File: config.mk
export PLATFORM = sky130hd
export DESIGN_NAME = scan_chain
export DESIGN_NICKNAME = d
export VERILOG_FILES = /design/src/rtl/sram_test_pkg.sv /design/src/rtl/scan_chain.sv
export VERILOG_INCLUDE_DIRS = /design/src
export SDC_FILE = /design/constraint.sdc
export NUM_CORES = 1
export LEC_CHECK = 0
export ABC_AREA = 1
export BUFFER_PORTS_ARGS = -buffer_cell sky130_fd_sc_hd__clkbuf_2
export CAP_MARGIN = 20
export CORE_MARGIN = 2
export CORE_UTILIZATION = 56
export CTS_BUF_LIST = sky130_fd_sc_hd__clkbuf_4 sky130_fd_sc_hd__clkbuf_8
export DETAILED_ROUTE_END_ITERATION = 10
export GPL_ROUTABILITY_DRIVEN = 0
export GPL_TIMING_DRIVEN = 0
export HOLD_SLACK_MARGIN = 0.08
export PLACE_DENSITY_LB_ADDON = 0.12
export SETUP_SLACK_MARGIN = 0.15
export SKIP_LAST_GASP = 1
export SLEW_MARGIN = 10
export SYNTH_ARGS = -nofsm -noshare
export SYNTH_HDL_FRONTEND = slang
export SYNTH_SLANG_ARGS = --single-unit
export TNS_END_PERCENT = 30
File: constraint.sdc
create_clock -name clk -period 0.9 [get_ports clk]
set_input_delay 0 -clock clk [delete_from_list [all_inputs] [get_ports clk]]
set_output_delay 0 -clock clk [all_outputs]
set_load 0.02 [all_outputs]
File: src/sram_test_settings.svh
// ==================================================
// sram test chip settings
// bank count, bus widths, depth and scan chain length
// ==================================================

`ifndef SRAM_TEST_SETTINGS_SVH
`define SRAM_TEST_SETTINGS_SVH

// bank array
`define NUM_BANKS 4
`define ADDR_W 8
`define SRAM_DEPTH (1 << `ADDR_W)

// data path, bank 0 is the narrow one
`define DATA_W 32
`define NARROW_W 8
`define WMASK_W 4

// scan chain fields: {result, command}
`define CMD_W 55
`define RESULT_W 64
`define CHAIN_W (`RESULT_W + `CMD_W)

`endif

File: src/rtl/sram_test_pkg.sv
// ==================================================
// sram test chip types
// command, bank bus and result structs, ctrl states
// ==================================================

package sram_test_pkg;

   `include "sram_test_settings.svh"

   // plain vectors
   typedef logic [`ADDR_W-1:0]              addr_t;
   typedef logic [`DATA_W-1:0]              data_t;
   typedef logic [`WMASK_W-1:0]             wmask_t;
   typedef logic [$clog2(`NUM_BANKS)-1:0]   bank_sel_t;
   // one bit per bank, active low when used as chip select
   typedef logic [`NUM_BANKS-1:0]           bank_vec_t;

   // command field of the chain, msb first
   typedef struct packed {
      bank_sel_t bank;
      logic      we;
      wmask_t    wmask;
      addr_t     addr0;
      addr_t     addr1;
      data_t     din;
   } sram_cmd_t;

   // result field of the chain
   typedef struct packed {
      data_t dout0;
      data_t dout1;
   } sram_result_t;

   // shared bus driven to every bank
   typedef struct packed {
      bank_vec_t csb0;
      bank_vec_t csb1;
      logic      web;
      wmask_t    wmask;
      addr_t     addr0;
      addr_t     addr1;
      data_t     din;
   } sram_port_t;

   typedef enum logic [1:0] {IDLE, ACCESS, CAPTURE, UPDATE} ctrl_state_t;

endpackage

File: src/rtl/scan_chain.sv
// ==================================================
// scan chain
// serial command in, parallel result load, serial out
// ==================================================

`timescale 1ns/1ps
`include "sram_test_settings.svh"

module scan_chain import sram_test_pkg::*; (
   input  logic         clk,
   input  logic         rstn,
   input  logic         shift_i,
   input  logic         scan_i,
   input  logic         result_load_i,
   input  sram_result_t result_i,
   output logic         scan_o,
   output sram_cmd_t    cmd_o
);

   // {result, command}, msb leaves first
   logic [`CHAIN_W-1:0] chain_q;

   always_ff @(posedge clk) begin
      if (!rstn) begin
         chain_q <= '0;
      end else if (result_load_i) begin
         // command bits kept, only result overwritten
         chain_q[`CMD_W +: `RESULT_W] <= result_i;
      end else if (shift_i) begin
         // new bit enters at lsb
         chain_q <= {chain_q[`CHAIN_W-2:0], scan_i};
      end
   end

   assign scan_o = chain_q[`CHAIN_W-1];

   // command field is the low part of the chain
   assign cmd_o = sram_cmd_t'(chain_q[`CMD_W-1:0]);

endmodule

==> metrics.txt, run 1 <==
Mapped Nets approximately 850; first-pass GRT wire length between 20000 and 30000 um; CP Class reg2out; power consumption ~15 mW; hold_buf cts 65; CTS root buffer clkbuf_8; # nets final approximately 1100; Placement Cell Area 6290 um2; max FFs per register 119; Die ar. ~11000 um2; initial antenna violation count 0; Tcrit/Tclk final 118%; share of cells above drive strength 1 34.5%; final wirelength roughly 19000 um; relative slew slack between 60% and 70%; clk_skew approximately 0.009 ns; final instance area 8600 um2; DIE WIDTH 103 um; crit path capture cmd_o[0]; Crit Path Max Fanout 2; status complete, but fails checks; Worst Path Required 0.90 ns; number of global-route vias before repair 5730; Setup Viol. Count Final 70; Post-synth EDFFs 0; Yosys warning count 0; Pre-antenna DRT Iters 5; maxcap violations 0; Starting DRT DRC Count 409; CP startpoint kind flip-flop; Final Critical Period roughly 1.1 ns; unrepaired setup endpoints after global routing yes; io pins 125; clk_lat worst skew 0.44 ns; Final Max Slew Viols 0; cts bufs inserted 17; sequential share of the synthesized area 43.2%; aggregate global-route resource usage 31.8%; post-DP HPWL roughly 8400 um; drt drc 0; Most flops, register chain_q; Worst-path clk slew around 0.08 ns; # diodes 0; FF-to-FF End chain_q[45]$_SDFFE_PN0P_; CTS sink count between 100 and 150; die height about 100 um; worst slew pin tran around 0.46 ns; Fin. Hold Viols 2; Max Clock Freq 0.944 GHz; initial core utilization between 50% and 60%; Detail Route Antenna Nets 0; Post-Syn Area 5510 um2; CP arrival 1.06 ns; CTS tree yes; failing checks hold timing, setup timing; CP Launch Point chain_q[0]$_SDFFE_PN0P_; minimum setup slack after placement -0.0889 ns; biggest regs chain_q: 119 flops; Setup crit end kind output port; Core Rows 36; reg2reg path depth 4; average wire per standard cell 16.4 um; top cell type's share of synthesized area 43.2%; Clock Path Buffers 2; Pleak 4.47 nW; H-tree depth 4; Tightest Hold Check Type in2reg; largest net degree at the start of global routing 17; synthesis-to-finish area growth 56.0%; ys flop type dfxtp_1; Synth area leaders dfxtp_1 (43%), nand2_1 (13%), nand3_1 (12%); ys async rst share 0%; R2R setup slack -0.10 ns; Util after Layout 89.2%; IO buf count 123; top cell type by total area after synthesis dfxtp_1; core box area 9640 um2; Via-to-Cell Ratio 5.25; hold_ws -0.00313 ns; Final Worst Setup Slack -0.160 ns; flops & latches, synth 119; post-synth cell types 15; Power Dens Cells 1720 nW/um2; via count 6214; global route overflow 0; setup tns final -6.91 ns; maximum VDD drop around 1.5 mV; RR Startpoint chain_q[44]$_SDFFE_PN0P_; average size of a mapped cell 7.08 um2; Synth Instances 778
==> final cells by class <==
class	count	area, um2
buffer	106	988
sequential	119	2450
multi-input combinational	487	2070
timing repair buffer	240	2180
inverter	66	248
clock inverter	7	160
clock buffer	25	338
fill	444	1040
tap	133	166
==> cells in the mapped netlist (2+ instances only) <==
library cell and n:
nand2_1 192, nand3_1 128, dfxtp_1 119, nor2_1 110
buf_4 65, inv_1 64, o21ai_0 35, buf_6 21
o21ai_1 20, buf_2 10, clkbuf_1 7, buf_1 3
inv_2 2
==> worst max-delay path, stage by stage, from the launching register on <==
cell      delay [ns]
dfxtp_2         0.37
buf_6           0.12
clkbuf_8        0.13
==> report_power, final <==
group          leakage, nW  switching (mW)  internal, mW  total, mW
Sequential            1.00           0.224          5.62       5.84
Combinational         3.21            1.39          1.49       2.88
Clock                0.256            2.23          3.85       6.08
==> routing by layer <==
layer	part of all wire, %	track usage (%)	vias up
li1	-	-	2887
met1	37	34.6	2860
met2	50	57.0	355
met3	7.1	8.33	112
met4	6.0	16.5	0
met5	0	0	-
==> how the worst min path moves through the flow <==
stage / from / endpoint / slack (ns) / cells past startpoint
3_3_place_gp: scan_i / chain_q[0]$_SDFFE_PN0P_ / 0.24 / 3
6_report: rstn / chain_q[50]$_SDFFE_PN0P_ / -0.003 / 3
5_1_grt: rstn / chain_q[51]$_SDFFE_PN0P_ / 0.04 / 3
2_1_floorplan: scan_i / chain_q[0]$_SDFFE_PN0P_ / 0.15 / 2
3_5_place_dp: scan_i / chain_q[0]$_SDFFE_PN0P_ / 0.26 / 3
4_1_cts: rstn / chain_q[1]$_SDFFE_PN0P_ / -0.06 / 3
==> kinds of logic (layout without fill, tap and decap cells) <==
kind of cell	count (synthesis)	count (layout)	synth area share (%)
simple gates	432	432	32.5
flops	119	119	43.2
buf+inv	172	444	19.2
compound gates	55	55	5.00
==> placed cells by master, fill, tap and decap left out, types with 3 or more instances in the layout <==
| cell type | n |
|---|---|
| dlygate4sd3_1 | 65 |
| o21ai_0 | 35 |
| buf_1 | 3 |
| buf_4 | 70 |
| nor2_1 | 110 |
| buf_2 | 10 |
| dfxtp_2 | 55 |
| bufinv_16 | 5 |
| clkbuf_8 | 48 |
| buf_8 | 31 |
| clkbuf_1 | 7 |
| nand3_1 | 128 |
| dfxtp_1 | 64 |
| o21ai_1 | 20 |
| inv_1 | 64 |
| nand2_1 | 192 |
| clkbuf_2 | 68 |
| buf_6 | 68 |
==> per-stage QoR <==
stage | hold WS [ns] | cells
final | -0.00313 | 1183
after global routing | 0.0379 | 1183
after CTS | -0.0585 | 1173
after detailed placement | 0.258 | 1034
after global placement | 0.238 | 1034
after floorplan | 0.145 | 778
==> what timing repair did <==
action                                 CTS  global route
endpoints found under the hold margin   73            12
gates resized for setup                185            52
setup buffers                           42            10
cloned                                   0             0
setup endpoints to repair               56           107
Note: power is estimated with default switching activity, not from simulation.
==> inputs of run 2 (changes only) <==
--- a/config.mk
+++ b/config.mk
@@ -6,11 +6,11 @@
 export SDC_FILE = /design/constraint.sdc
 export NUM_CORES = 1
 export LEC_CHECK = 0
-export ABC_AREA = 1
+export ABC_AREA = 0
 export BUFFER_PORTS_ARGS = -buffer_cell sky130_fd_sc_hd__clkbuf_2
 export CAP_MARGIN = 20
 export CORE_MARGIN = 2
-export CORE_UTILIZATION = 56
+export CORE_UTILIZATION = 55
 export CTS_BUF_LIST = sky130_fd_sc_hd__clkbuf_4 sky130_fd_sc_hd__clkbuf_8
 export DETAILED_ROUTE_END_ITERATION = 10
 export GPL_ROUTABILITY_DRIVEN = 0
==> metrics.txt, run 2 <==
final instance area 8260 um2; initial core utilization 56.5%; DIE WIDTH slightly above 100 um; drt drc 0; setup tns final -5.25 ns; Worst Hold Path Cells 4; synth cell count leaders dfxtp_1 (119), nand2_1 (110), a21oi_1 (64), mux2i_1 (64), o21ai_0 (64); M1 WL around 6400 um; reg2reg path depth 4; hold_ws 0.0865 ns; Tcrit/Tclk final 114%; CP startpoint kind flip-flop; max FFs per register between 100 and 150; CTS root buffer clkbuf_8; R2R setup slack -0.02 ns; top cell type's share of synthesized area 45.6%; compound-gate portion of the synthesized area 20.2%; minimum setup slack after placement -0.187 ns; average wire per standard cell ~17 um; CTS tree yes; Mapped Nets 649; largest family of logic cells by synthesized area compound AO/OA/AOI/OAI gates; Power Dens Cells 1520 nW/um2; IO buf count roughly 120; share of cells above drive strength 1 40.7%; Setup Viol. Count Final 57; DR WL met3 ~1100 um; Via-to-Cell Ratio 5.31; Synth Instances 580; post-synthesis adder-cell area fraction 0%; most frequent cells in the layout nand2_1 (110), buf_4 (73), clkbuf_2 (72), dlygate4sd3_1 (66); Worst-path clk slew around 0.080 ns; CP Launch Point chain_q[3]$_SDFFE_PN0P_; WL met2 8770 um; CTS sink count 119; power consumption 12.6 mW; Final Max Slew Viols 0; Synth area leaders dfxtp_1 (46%), mux2i_1 (12%), buf_4 (8.9%); status complete, but fails checks; ys async rst share 0%; Yosys warning count 0; via count roughly 5200; maximum VDD drop around 1.3 mV; # diodes 0; post-synth cell types 18; fin cells roughly 1000; largest net degree at the start of global routing 17; relative slew slack 70.7%; Placement Cell Area 6000 um2; post-DP HPWL 7450 um; global route overflow 0; CP arrival 1.02 ns; hold wc startpoint rstn; top cell type by total area after synthesis dfxtp_1; clk_lat worst skew roughly 0.42 ns; commonest non-fill, non-tap cell in the layout nand2_1; failing checks setup timing; FF-to-FF End chain_q[8]$_SDFFE_PN0P_; CP Class reg2out; Filler cells 412; cts bufs inserted 17; most common cell in the synthesized netlist dfxtp_1; number of global-route vias before repair approximately 5100; Worst Path Required roughly 0.90 ns; Simple-Gate Fraction of Synth Area 8.17%; biggest regs chain_q: 119 flops; Most flops, register chain_q; flops & latches, synth 119; die height 101 um; placed instance count 832; aggregate global-route resource usage 30.6%; Starting DRT DRC Count about 250; Die ar. a little over 10000 um2; Final Critical Period 1.02 ns; worst slew pin tran 0.440 ns; xor/xnor share of the synthesized area 0%; Post-synth EDFFs 0; # nets final ~900; clk_skew 0.00992 ns; H-tree depth 4; Pleak 3.66 nW; synthesis-to-finish area growth 58.0%; uppermost layer routed met4; Post-Syn Area 5230 um2; Final Worst Setup Slack -0.124 ns; final wirelength 16900 um; Pre-antenna DRT Iters 6; Setup crit end kind output port; ys flop type dfxtp_1; mux contribution to synthesized area 12.3%; Crit Path Max Fanout 2; unrepaired setup endpoints after global routing yes; first-pass GRT wire length 24600 um; Core Rows 35; initial antenna violation count 0; Fin. Hold Viols 0; Tightest Hold Check Type in2reg; Max Clock Freq between 0.9 and 1 GHz; average size of a mapped cell 9.01 um2; crit path capture cmd_o[3]; Detail Route Antenna Nets 0; Clock Path Buffers 2; maxcap violations 0; sequential share of the synthesized area 45.6%; Util after Layout 89.4%; core box area 9240 um2; RR Startpoint chain_q[8]$_SDFFE_PN0P_; io pins 125
[run 2: kinds of logic (layout without fill, tap and decap cells)]
logic type / after synthesis / in the layout
multiplexers: 64 / 64
buffers and inverters: 102 / 373
AO/OA/AOI/OAI: 183 / 183
flip-flops: 119 / 119
AND/OR/NAND/NOR: 112 / 112
[run 2: timing repair]
action,4_1_cts,5_1_grt
endpoints found under the setup margin,56,83
gates cloned,0,0
setup buffers,42,9
pin swaps,0,0
hold buffers,66,0
endpoints found under the hold margin,73,0
resized for setup,176,57
[run 2: worst max-delay path, stage by stage, from the launching register on]
cell      delay, ns
dfxtp_2        0.33
buf_4          0.13
clkbuf_8       0.14
[run 2: area by class of cell]
type | instances | area, um2 | share of cell area (%)
flip-flops and latches | 119 | 2450 | 29.7
repair buffers | 240 | 2190 | 26.5
multi-input cells | 359 | 2120 | 25.7
plain buffers | 101 | 868 | 10.5
clock buffers | 19 | 262 | 3.17
clock inverters | 12 | 200 | 2.42
well taps | 129 | 161 | 1.95
inverters | 1 | 3.75 | 0.0455
[run 2: worst min path at each step]
stage	endpoint	slack, ns
3_3_place_gp	chain_q[0]$_SDFFE_PN0P_	0.25
3_5_place_dp	chain_q[0]$_SDFFE_PN0P_	0.25
5_1_grt	chain_q[49]$_SDFFE_PN0P_	0.10
2_1_floorplan	chain_q[0]$_SDFFE_PN0P_	0.13
4_1_cts	chain_q[114]$_SDFFE_PN0P_	0.06
6_report	chain_q[110]$_SDFFE_PN0P_	0.09
[run 2: metal layers]
metal	up-vias	GRT usage (%)
li1	2439	-
met1	2432	33.4
met2	265	57.2
met3	63	7.66
met4	0	10.7
met5	-	0
[run 2: where the power goes]
part           internal (mW)  switching [mW]  leakage, nW
sequential              5.48           0.111         1.00
clock                   3.43            2.23        0.224
combinational          0.681           0.636         2.43
total                   9.59            2.98         3.66
