File: src/sram_test_settings.svh
// ==================================================
// sram test chip settings
// bank count, bus widths, depth and scan chain length
// ==================================================

`ifndef SRAM_TEST_SETTINGS_SVH
`define SRAM_TEST_SETTINGS_SVH

// bank array
`define NUM_BANKS 4
`define ADDR_W 8
`define SRAM_DEPTH (1 << `ADDR_W)

// data path, bank 0 is the narrow one
`define DATA_W 32
`define NARROW_W 8
`define WMASK_W 4

// scan chain fields: {result, command}
`define CMD_W 55
`define RESULT_W 64
`define CHAIN_W (`RESULT_W + `CMD_W)

`endif

File: src/rtl/sram_test_pkg.sv
// ==================================================
// sram test chip types
// command, bank bus and result structs, ctrl states
// ==================================================

package sram_test_pkg;

   `include "sram_test_settings.svh"

   // plain vectors
   typedef logic [`ADDR_W-1:0]              addr_t;
   typedef logic [`DATA_W-1:0]              data_t;
   typedef logic [`WMASK_W-1:0]             wmask_t;
   typedef logic [$clog2(`NUM_BANKS)-1:0]   bank_sel_t;
   // one bit per bank, active low when used as chip select
   typedef logic [`NUM_BANKS-1:0]           bank_vec_t;

   // command field of the chain, msb first
   typedef struct packed {
      bank_sel_t bank;
      logic      we;
      wmask_t    wmask;
      addr_t     addr0;
      addr_t     addr1;
      data_t     din;
   } sram_cmd_t;

   // result field of the chain
   typedef struct packed {
      data_t dout0;
      data_t dout1;
   } sram_result_t;

   // shared bus driven to every bank
   typedef struct packed {
      bank_vec_t csb0;
      bank_vec_t csb1;
      logic      web;
      wmask_t    wmask;
      addr_t     addr0;
      addr_t     addr1;
      data_t     din;
   } sram_port_t;

   typedef enum logic [1:0] {IDLE, ACCESS, CAPTURE, UPDATE} ctrl_state_t;

endpackage

File: src/rtl/dout_capture.sv
// ==================================================
// read data capture
// keeps the accessed bank's two words for the chain
// ==================================================

`timescale 1ns/1ps
`include "sram_test_settings.svh"

module dout_capture import sram_test_pkg::*; (
   input  logic         clk,
   input  logic         rstn,
   input  logic         capture_en_i,
   input  bank_vec_t    csb0_i,
   input  data_t        bank_dout0_i [`NUM_BANKS],
   input  data_t        bank_dout1_i [`NUM_BANKS],
   output sram_result_t result_o
);

   // selects of the access edge, one cycle late
   bank_vec_t    csb_q;
   logic         hit;
   sram_result_t pick;

   always_ff @(posedge clk) begin
      if (!rstn) begin
         csb_q <= '1;
      end else begin
         csb_q <= csb0_i;
      end
   end

   // steer by whichever bank answered
   always_comb begin
      hit  = 1'b0;
      pick = '0;
      for (int b = 0; b < `NUM_BANKS; b++) begin
         if (!csb_q[b]) begin
            hit        = 1'b1;
            pick.dout0 = bank_dout0_i[b];
            pick.dout1 = bank_dout1_i[b];
         end
      end
   end

   // nothing selected, old result stays
   always_ff @(posedge clk) begin
      if (!rstn) begin
         result_o <= '0;
      end else if (capture_en_i && hit) begin
         result_o <= pick;
      end
   end

endmodule

File: config.mk
export PLATFORM = sky130hd
export DESIGN_NAME = dout_capture
export DESIGN_NICKNAME = d
export VERILOG_FILES = /design/src/rtl/sram_test_pkg.sv /design/src/rtl/dout_capture.sv
export VERILOG_INCLUDE_DIRS = /design/src
export SDC_FILE = /design/constraint.sdc
export NUM_CORES = 1
export LEC_CHECK = 0
export ABC_AREA = 1
export ABC_CLOCK_PERIOD_IN_PS = 1250
export BUFFER_PORTS_ARGS = -buffer_cell sky130_fd_sc_hd__clkbuf_2
export CAP_MARGIN = 0
export CORE_AREA = 2 2 126 128
export CTS_BUF_LIST = sky130_fd_sc_hd__clkbuf_16
export DETAILED_ROUTE_END_ITERATION = 7
export DIE_AREA = 0 0 128 130
export PLACE_DENSITY = 0.71
export SLEW_MARGIN = 20
export SYNTH_ARGS = -nofsm -noshare
export SYNTH_HDL_FRONTEND = slang
export SYNTH_SLANG_ARGS = --single-unit
export TNS_END_PERCENT = 20
File: constraint.sdc
create_clock -name clk -period 1.25 [get_ports clk]
set_input_delay 0.125 -clock clk [delete_from_list [all_inputs] [get_ports clk]]
set_output_delay 0.125 -clock clk [all_outputs]
set_load 0.01 [all_outputs]
==> results of run 1 <==
-- critical path, cell delays in order (launching register included) --
cell and delay [ns]:
dfxtp_4 0.36, buf_8 0.14, buf_4 0.18, nand3_1 0.12
nand3_2 0.08, a21oi_2 0.18, nor2_2 0.05
-- metal layers --
metal / GRT usage [%] / vias up
li1: - / 3545
met5: 0 / -
met1: 27.0 / 3140
met3: 3.94 / 54
met2: 39.8 / 293
met4: 8.53 / 0
-- power breakdown --
part	switching, mW	internal (mW)	total, mW
clock network	0.932	1.30	2.23
logic	1.56	1.27	2.83
registers	0.108	2.36	2.47
total	2.60	4.93	7.53
-- repair_timing --
item	in CTS	in global routing
cloned	0	19
pin swaps	0	30
buffers inserted	0	3
gates resized for setup	1	48
hold buffers	4	0
endpoints found under the hold margin	4	0
setup endpoints to repair	2	64
-- cells in the mapped netlist --
master	n	area [µm²]
inv_1	69	259
nand2_4	2	22.5
buf_2	45	225
buf_8	6	90.1
buf_6	1	11.3
nor2_1	132	495
nand3_1	132	661
clkbuf_1	4	15.0
nand2_1	262	983
nor2_2	60	375
inv_2	4	15.0
nand3_2	60	601
a21oi_1	4	20.0
a21oi_2	60	526
dfxtp_1	68	1360
buf_4	19	143
-- kinds of logic (layout without fill, tap and decap cells) --
group | after synthesis | count (layout) | share of synthesized area (%)
AND/OR/NAND/NOR | 648 | 650 | 54.1
buffers and inverters | 148 | 466 | 13.1
flip-flops | 68 | 68 | 23.5
AO/OA/AOI/OAI | 64 | 64 | 9.40
-- registers in the layout, indices dropped and copies added (netlist names) --
register and flops:
result_o 64, csb_q 4
-- through the flow --
step                      hold WS [ns]  setup WS, ns  setup TNS, ns  util, %
after floorplan                  0.210         0.147              0        -
after global placement           0.319       -0.0212        -0.0212     49.6
after detailed placement         0.319       -0.0297        -0.0297     49.6
after CTS                        0.107      -0.00713       -0.00713     51.5
after global routing             0.127       -0.0441         -0.583     55.3
final                            0.116        0.0290              0     55.3
-- how the worst max path moves through the flow --
stage	slack, ns	cells past startpoint	to
after floorplan	0.15	8	result_o[0]$_SDFFE_PN0P_
after CTS	-0.007	7	result_o[23]$_SDFFE_PN0P_
after detailed placement	-0.03	7	result_o[58]$_SDFFE_PN0P_
after global routing	-0.04	8	result_o[35]$_SDFFE_PN0P_
final	0.03	6	result_o[23]$_SDFFE_PN0P_
after global placement	-0.02	7	result_o[58]$_SDFFE_PN0P_
-- layout make-up --
type / instances / area [µm²] / area share (%)
multi-input cells: 714 / 3830 / 45.0
repair buffers: 377 / 2530 / 29.7
flip-flops and latches: 68 / 1370 / 16.1
inverters: 73 / 297 / 3.48
well taps: 192 / 240 / 2.82
clock buffers: 9 / 225 / 2.64
clock inverters: 7 / 27.5 / 0.323
==> summary.md, run 1 <==
| Metric | Value |
|---|---|
| Fill cell count | 1527 |
| Worst-case clock buffer depth | 2 |
| Non-filler cells, final | 1440 |
| Antenna violations before repair | 0 |
| Iteration-0 DRC Markers | 449 |
| Routed met3 length | 1510 µm |
| Hold EP | result_o[61]$_SDFFE_PN0P_ |
| RSZ-0062 raised after global routing | yes |
| Worst Tran Pin Value | 0.327 ns |
| Diodes inserted | 0 |
| Outcome | finished, final reports clean |
| Register area share after synthesis | 23.5% |
| Vias in the first global route | 6109 |
| Die width | 128 µm |
| Gr usage total | 22.4% |
| Reg2Reg Setup Slack | 0.03 ns |
| Chip height | 130 µm |
| First-pass GRT wire length | 29800 µm |
| Post-detail-place hpwl | 14700 µm |
| Clock root cell | clkbuf_16 |
| Final worst-path cycle share | 97.7% |
| Post-Synthesis Cells | 928 |
| Initial Util | 37.6% |
| Hold WC Path Type | primary input to flip-flop |
| Crit path launch | csb_q[1]$_SDFF_PN1_ |
| Crit start category | flip-flop |
| Crit. End Element | flip-flop |
| Largest net degree at the start of global routing | 69 |
| PwrDens | 883 mW/mm² |
| Boundary Pins | 327 |
| Worst setup path class | flip-flop to flip-flop |
| FF-to-FF path depth | 6 |
| Fin area | 0.00852 mm² |
| Most common cell after layout, fill and taps aside | clkbuf_2 |
| Clock transition time at the flip-flop clock pins of the worst setup and hold paths | 0.05 ns |
| Core Box Area | 0.0154 mm² |
| YS warnings | 0 |
| Final ANT Viol Nets | 0 |
| Num CTS Buffers | 9 |
| DRT Wirelength | 21900 µm |
| Rel. slew slack | 78.2% |
| Share of cells above drive strength 1 | 48.3% |
| FMAX | 819 MHz |
| Mapped Nets | 1191 |
| Min-Delay Path Depth | 5 |
| Critical path required time | 1.47 ns |
| Drt wl/cell | 15.2 µm |
| WP data arrival | 1.44 ns |
| Overall Power | 7.53 mW |
| GPL Wtd Cong | 0.902 |
| VDD IR-drop max | 0.608 mV |
| M1 WL | 9040 µm |
| Pleak | 4.40 nW |
| Area Growth Syn to Fin | 46.9% |
| GRT overflow | 0 |
| Critical R2R Launch | csb_q[1]$_SDFF_PN1_ |
| CP max FO | 12 |
| CTS tree | done |
| Port bufs | 326 |
| Max Cap Violations | 0 |
| Yosys cell types | 16 |
| Final setup vio count | 0 |
| Placed inst area | 0.00765 mm² |
| Fin Clk Skew | 0.00621 ns |
| Clock latency on the worst-skew pair | 0.33 ns |
| Die Area | 0.0166 mm² |
| Top layer in use | met4 |
| Hold Crit Start | bank_dout0_i[29] |
| Total placed cells including tap cells | 1398 |
| Met2 wire length | 10700 µm |
| Max-slew violation count | 0 |
| Synthesized cell area | 0.00580 mm² |
| Final nets | 1506 |
| Fin. Hold Viols | 0 |
| Most frequent cells in the layout | 325 x clkbuf_2, 250 x nand2_1, 130 x nor2_1 |
| Via density | 4.88 |
| Synth Register Bits | 68 |
| Crit path time final | 1.22 ns |
| Vias after detailed routing | 7032 |
| Residual DRC | 0 |
| H-tree depth | 3 |
| Syn_area_per_cell | 6.25 µm² |
| Clock Sinks | 68 |
| FP Rows | 46 |
| FF-to-FF End | result_o[23]$_SDFFE_PN0P_ |
| First-pass iteration count of the detailed router | 7 |
(Power assumes the default switching activity.)
==> run 2: changes to the inputs <==
Settings changed: ABC_CLOCK_PERIOD_IN_PS 1250 to 1200, CAP_MARGIN 0 to 20.
Clock period 1.25 ns to 1.2 ns, I/O delays scaled along.
==> summary.md, run 2 (same netlist as run 1, synthesis figures left out) <==
| Metric | Value |
|---|---|
| WHS | 0.107 ns |
| First-pass iteration count of the detailed router | 5 |
| Failing checks | negative setup slack |
| Fin area | 0.00863 mm² |
| Core Box Area | 0.0154 mm² |
| Residual DRC | 0 |
| Worst-case clock buffer depth | 2 |
| Critical path required time | 1.43 ns |
| Critical Path Most Common Cell | nand2_2 |
| Largest net degree at the start of global routing | 45 |
| Antenna violations before repair | 0 |
| Most frequent cells in the layout | 325 x clkbuf_2, 212 x nand2_1, 132 x nor2_1 |
| Initial Util | 37.6% |
| FMAX | 814 MHz |
| VDD IR-drop max | 0.700 mV |
| Fin Clk Skew | 0.00390 ns |
| First-pass GRT wire length | 30400 µm |
| Overall Power | 8.38 mW |
| Non-filler cells, final | 1442 |
| Most common cell after layout, fill and taps aside | clkbuf_2 |
| Gr usage total | 23.0% |
| Multi-input logic area | 0.00392 mm² |
| Drt wl/cell | 15.1 µm |
| Total placed cells including tap cells | 1403 |
| Max reg flops | 64 |
| Placed inst area | 0.00770 mm² |
| Worst-path cell chain | nand2_2 -> inv_4 -> nand2_8 -> nand2_8 -> clkbuf_16 -> nand2_2 -> nand2_2 -> nor2_2 |
| CTS tree | done |
| FF-to-FF path depth | 8 |
| Reg2Reg Setup Slack | -0.03 ns |
| Hold WC Path Type | primary input to flip-flop |
| Chip height | 130 µm |
| CP peak stage delay | 0.35 ns |
| Iteration-0 DRC Markers | 379 |
| FF-to-FF End | result_o[37]$_SDFFE_PN0P_ |
| Crit path time final | 1.23 ns |
| WP data arrival | 1.46 ns |
| Final ANT Viol Nets | 0 |
| GPL Wtd Cong | 0.914 |
| Outcome | complete, but fails checks |
| Min-Delay Path Depth | 5 |
| Worst setup path class | flip-flop to flip-flop |
| Diodes inserted | 0 |
| Post-detail-place hpwl | 14900 µm |
| Crit path max-delay cell type | dfxtp_2 |
| Area Growth Syn to Fin | 48.8% |
| H-tree depth | 3 |
| Max Cap Violations | 0 |
| PwrDens | 971 mW/mm² |
| Clock latency on the worst-skew pair | 0.33 ns |
| Rel. slew slack | 79.5% |
| Most flop-heavy register | result_o |
| Num CTS Buffers | 9 |
| Via density | 4.85 |
| Clock transition time at the flip-flop clock pins of the worst setup and hold paths | 0.06 ns |
| DRT Wirelength | 21700 µm |
| Largest regs | result_o: 64 flops, csb_q: 4 flops |
| RSZ-0062 raised after global routing | yes |
| Final nets | 1508 |
| Crit. End Element | flip-flop |
| Share of cells above drive strength 1 | 51.1% |
| Clock Sinks | 68 |
| Crit start category | flip-flop |
| Die width | 128 µm |
| Vias in the first global route | 6265 |
| Final setup vio count | 32 |
| Fill cell count | 1550 |
| Pleak | 4.39 nW |
| Vias after detailed routing | 6995 |
| Clock root cell | clkbuf_16 |
| Hold EP | result_o[34]$_SDFFE_PN0P_ |
| Reg area | 0.00137 mm² |
| Final setup margin | -0.0291 ns |
| Worst Tran Pin Value | 0.307 ns |
| Final worst-path cycle share | 102% |
| Fin. Hold Viols | 0 |
| Hold Crit Start | bank_dout0_i[2] |
| GRT overflow | 0 |
| Critical R2R Launch | csb_q[3]$_SDFF_PN1_ |
| FP Rows | 46 |
| CP max FO | 7 |
| Die Area | 0.0166 mm² |
| Port bufs | 326 |
| Max-slew violation count | 0 |
| Boundary Pins | 327 |
-- run 2: changes by cell type in the layout (fill, tap and decap cells not counted), sizes merged --
cell,change
buf,+4
clkbuf,-2
clkinv,-1
inv,-1
bufinv,+2
-- run 2: power breakdown --
| part | internal, mW | switching [mW] | total [mW] |
|---|---|---|---|
| Combinational | 1.35 | 1.66 | 3.00 |
| Clock | 1.79 | 1.00 | 2.79 |
| Sequential | 2.46 | 0.119 | 2.58 |
-- run 2: per-stage QoR --
| stage | setup TNS (ns) | utilization, % | worst slack, ns |
|---|---|---|---|
| finish | -0.528 | 56.0 | -0.0291 |
| global placement | -0.133 | 49.9 | -0.0552 |
| floorplan | 0 | - | 0.0967 |
| detailed placement | -0.775 | 49.9 | -0.0340 |
| global route | -3.77 | 56.0 | -0.0866 |
| CTS | -0.309 | 52.3 | -0.0393 |
-- run 2: layout make-up --
class	count	area share [%]
clock buffer	9	2.61
clock inverter	7	0.942
inverter	73	3.35
multi-input combinational	714	45.4
sequential	68	15.9
tap	192	2.78
timing repair buffer	379	29.1
-- run 2: repair_timing --
item                                   4_1_cts  5_1_grt
hold buffers                                 4        0
cloned                                       0       16
buffers inserted                             0        3
setup endpoints to repair                   48       64
pin swaps                                    0       11
endpoints found under the hold margin        4        0
gates resized for setup                      6       72
-- run 2: per-layer routing --
metal | GRT usage (%) | vias up | share of wire (%)
met5 | 0 | - | 0
met4 | 9.50 | 0 | 3.1
met3 | 3.81 | 46 | 5.6
met2 | 41.6 | 265 | 48
met1 | 27.0 | 3141 | 43
li1 | - | 3543 | -
-- run 2: worst max-delay path by stage --
stage	start	endpoint	slack (ns)
finish	csb_q[3]$_SDFF_PN1_	result_o[37]$_SDFFE_PN0P_	-0.03
global route	csb_q[1]$_SDFF_PN1_	result_o[37]$_SDFFE_PN0P_	-0.09
CTS	csb_q[1]$_SDFF_PN1_	result_o[23]$_SDFFE_PN0P_	-0.04
detailed placement	csb_q[3]$_SDFF_PN1_	result_o[58]$_SDFFE_PN0P_	-0.03
global placement	csb_q[2]$_SDFF_PN1_	result_o[58]$_SDFFE_PN0P_	-0.06
floorplan	csb_q[1]$_SDFF_PN1_	result_o[0]$_SDFFE_PN0P_	0.1
-- run 2: critical path: cells and delay by family, from the launching register on --
family	cells	cell delay [ns]
AND/OR/NAND/NOR	6	0.49
buffers and inverters	2	0.28
flip-flops	1	0.35
==> run 3: changes to the inputs <==
Settings changed: ABC_AREA 1 to 0, CORE_AREA 2 2 126 128 to 2 2 127 129, DIE_AREA 0 0 128 130 to 0 0 129 131, PLACE_DENSITY 0.71 to 0.63.
==> summary.md, run 3 <==
| Metric | Value |
|---|---|
| Outcome | complete, but fails checks |
| Failing checks | negative setup slack |
| Worst-case clock buffer depth | 2 |
| Max Cap Violations | 0 |
| PwrDens | 982 mW/mm² |
| Non-filler cells, final | 1132 |
| Diodes inserted | 0 |
| Worst Tran Pin Value | 0.304 ns |
| Hold Crit Start | csb0_i[0] |
| Worst setup path class | flip-flop to flip-flop |
| Worst-path cell chain | nand4_4 -> and2_4 -> clkbuf_16 -> o221a_1 |
| Boundary Pins | 327 |
| Share of cells above drive strength 1 | 44.3% |
| CP peak stage delay | 0.44 ns |
| Clock transition time at the flip-flop clock pins of the worst setup and hold paths | 0.06 ns |
| Fin. Hold Viols | 0 |
| Num CTS Buffers | 9 |
| Pleak | 3.39 nW |
| Die Area | 0.0169 mm² |
| Reg2Reg Setup Slack | -0.11 ns |
| RSZ-0062 raised after global routing | yes |
| CP max FO | 13 |
| CTS tree | done |
| Post-synth top area cell | dfxtp_1 |
| Clock Sinks | 68 |
| Post-synth EDFFs | 0 |
| GRT overflow | 0 |
| Gr usage total | 20.4% |
| Critical R2R Launch | csb_q[1]$_SDFF_PN1_ |
| Initial Util | 31.1% |
| Largest net degree at the start of global routing | 63 |
| Crit. End Element | flip-flop |
| Area Growth Syn to Fin | 54.8% |
| First-pass iteration count of the detailed router | 5 |
| Yosys cell types | 15 |
| Iteration-0 DRC Markers | 243 |
| Antenna violations before repair | 0 |
| Internal power | 5.21 mW |
| Post-synth top flop | dfxtp_1 |
| Max-slew violation count | 0 |
| YS warnings | 0 |
| Fill cell count | 1549 |
| Psw | 2.17 mW |
| Final nets | 1174 |
| Register area share after synthesis | 28.1% |
| Overall Power | 7.38 mW |
| Most flop-heavy register | result_o |
| Final setup vio count | 64 |
| First-pass GRT wire length | 27300 µm |
| Switching share of power | 29.5% |
| Clock network fraction of design power | 35.0% |
| FMAX | 763 MHz |
| Post-synth top cells | 132 x nand2b_1, 68 x dfxtp_1 |
| Crit path time final | 1.31 ns |
| DRT Wirelength | 19100 µm |
| Setup TNS | -5.95 ns |
| Vias in the first global route | 5512 |
| FP Rows | 46 |
| Vias after detailed routing | 5827 |
| Hold WC Path Type | primary input to flip-flop |
| Most frequent cell after synthesis | nand2b_1 |
| Post-detail-place hpwl | 13500 µm |
| Min-Delay Path Depth | 2 |
| Sequential share of power | 35.0% |
| Clock root cell | clkbuf_16 |
| Comb pwr share | 30.0% |
| Largest regs | result_o: 64 flops, csb_q: 4 flops |
| Synth Register Bits | 68 |
| Synth area leaders | dfxtp_1 28%, nand2b_1 17%, o221a_1 15%, nand3b_1 9.9%, a31oi_1 8.3% |
| VDD IR-drop max | 0.630 mV |
| H-tree depth | 3 |
| Die width | 129 µm |
| Final setup margin | -0.110 ns |
| FF-to-FF path depth | 4 |
| FFs w/ async S/R, synth | 0% |
| Most frequent cells in the layout | 326 x clkbuf_2, 128 x nand2b_1, 64 x nand3b_1, 64 x o221a_1, 64 x dfxtp_1 |
| Drt wl/cell | 16.8 µm |
| Synthesized cell area | 0.00485 mm² |
| WP data arrival | 1.54 ns |
| Final worst-path cycle share | 109% |
| Hold EP | csb_q[0]$_SDFF_PN1_ |
| Most common cell after layout, fill and taps aside | clkbuf_2 |
| GPL Wtd Cong | 0.795 |
| Total placed cells including tap cells | 1100 |
| Syn_area_per_cell | 8.09 µm² |
| Rel. slew slack | 79.5% |
| Fin Clk Skew | 0.0127 ns |
| Via density | 5.15 |
| Chip height | 131 µm |
| Crit start category | flip-flop |
| Max reg flops | 64 |
| Core Box Area | 0.0156 mm² |
| Mapped Nets | 863 |
| Residual DRC | 0 |
| Clock latency on the worst-skew pair | 0.34 ns |
| FF-to-FF End | result_o[45]$_SDFFE_PN0P_ |
| Yosys top cell area share | 28.1% |
| Final ANT Viol Nets | 0 |
| Critical path required time | 1.43 ns |
| Port bufs | 326 |
| Crit path max-delay cell type | dfxtp_4 |
| Post-Synthesis Cells | 600 |
-- run 3: layout make-up --
class	instances	area, µm²	area share [%]
clock buffers	9	225	3.00
flip-flops and latches	68	1380	18.3
well taps	216	270	3.60
repair buffers	378	2420	32.2
clock inverters	7	57.6	0.766
multi-input cells	454	3170	42.2
-- run 3: timing repair --
| item | 4_1_cts | 5_1_grt |
|---|---|---|
| buffers inserted | 4 | 3 |
| hold buffers | 3 | 0 |
| gates resized for setup | 16 | 11 |
| endpoints found under the setup margin | 64 | 64 |
| pin swaps | 14 | 10 |
| cloned | 2 | 4 |
| endpoints found under the hold margin | 3 | 0 |
-- run 3: power by group through the flow --
stage,sequential [mW],combinational (mW),clock (mW)
floorplan,2.69,1.01,0
global route,2.61,2.41,2.76
CTS,2.58,2.12,2.67
global placement,2.63,2.01,0
detailed placement,2.63,2.03,0
finish,2.59,2.21,2.58
-- run 3: cells by family after synthesis --
group,after synthesis,synth area share (%)
simple gates,262,33.9
compound gates,192,29.7
buf+inv,78,8.33
flops,68,28.1
-- run 3: critical path: cells and delay by family (launching register included) --
kind / cells / cell delay [ns]
flip-flops: 1 / 0.44
AND/OR/NAND/NOR: 2 / 0.33
AO/OA/AOI/OAI: 1 / 0.24
buffers and inverters: 1 / 0.19
-- run 3: metrics by stage --
step,setup WS (ns),instance area [µm²],hold WS (ns),utilization (%)
3_3_place_gp,-0.0841,6830,0.311,43.8
4_1_cts,-0.0811,7290,0.0148,46.8
2_1_floorplan,-0.0467,4870,0.221,-
5_1_grt,-0.146,7510,0.0352,48.2
6_report,-0.110,7510,0.0183,48.2
3_5_place_dp,-0.100,6830,0.305,43.8
-- run 3: how the worst max path moves through the flow --
stage,start,cells after the start,slack [ns],end
floorplan,csb_q[2]$_SDFF_PN1_,6,-0.05,result_o[37]$_SDFFE_PN0P_
global placement,csb_q[0]$_SDFF_PN1_,4,-0.08,result_o[55]$_SDFFE_PN0P_
detailed placement,csb_q[0]$_SDFF_PN1_,4,-0.10,result_o[50]$_SDFFE_PN0P_
CTS,csb_q[1]$_SDFF_PN1_,5,-0.08,result_o[48]$_SDFFE_PN0P_
global route,csb_q[1]$_SDFF_PN1_,4,-0.15,result_o[63]$_SDFFE_PN0P_
finish,csb_q[1]$_SDFF_PN1_,4,-0.11,result_o[45]$_SDFFE_PN0P_
-- run 3: routing by layer --
metal	track usage, %	wire, µm	share of wire (%)
met4	8.06	447	2.3
met2	35.8	9170	48
met1	24.4	8010	42
met3	4.44	1420	7.5
met5	0	0	0
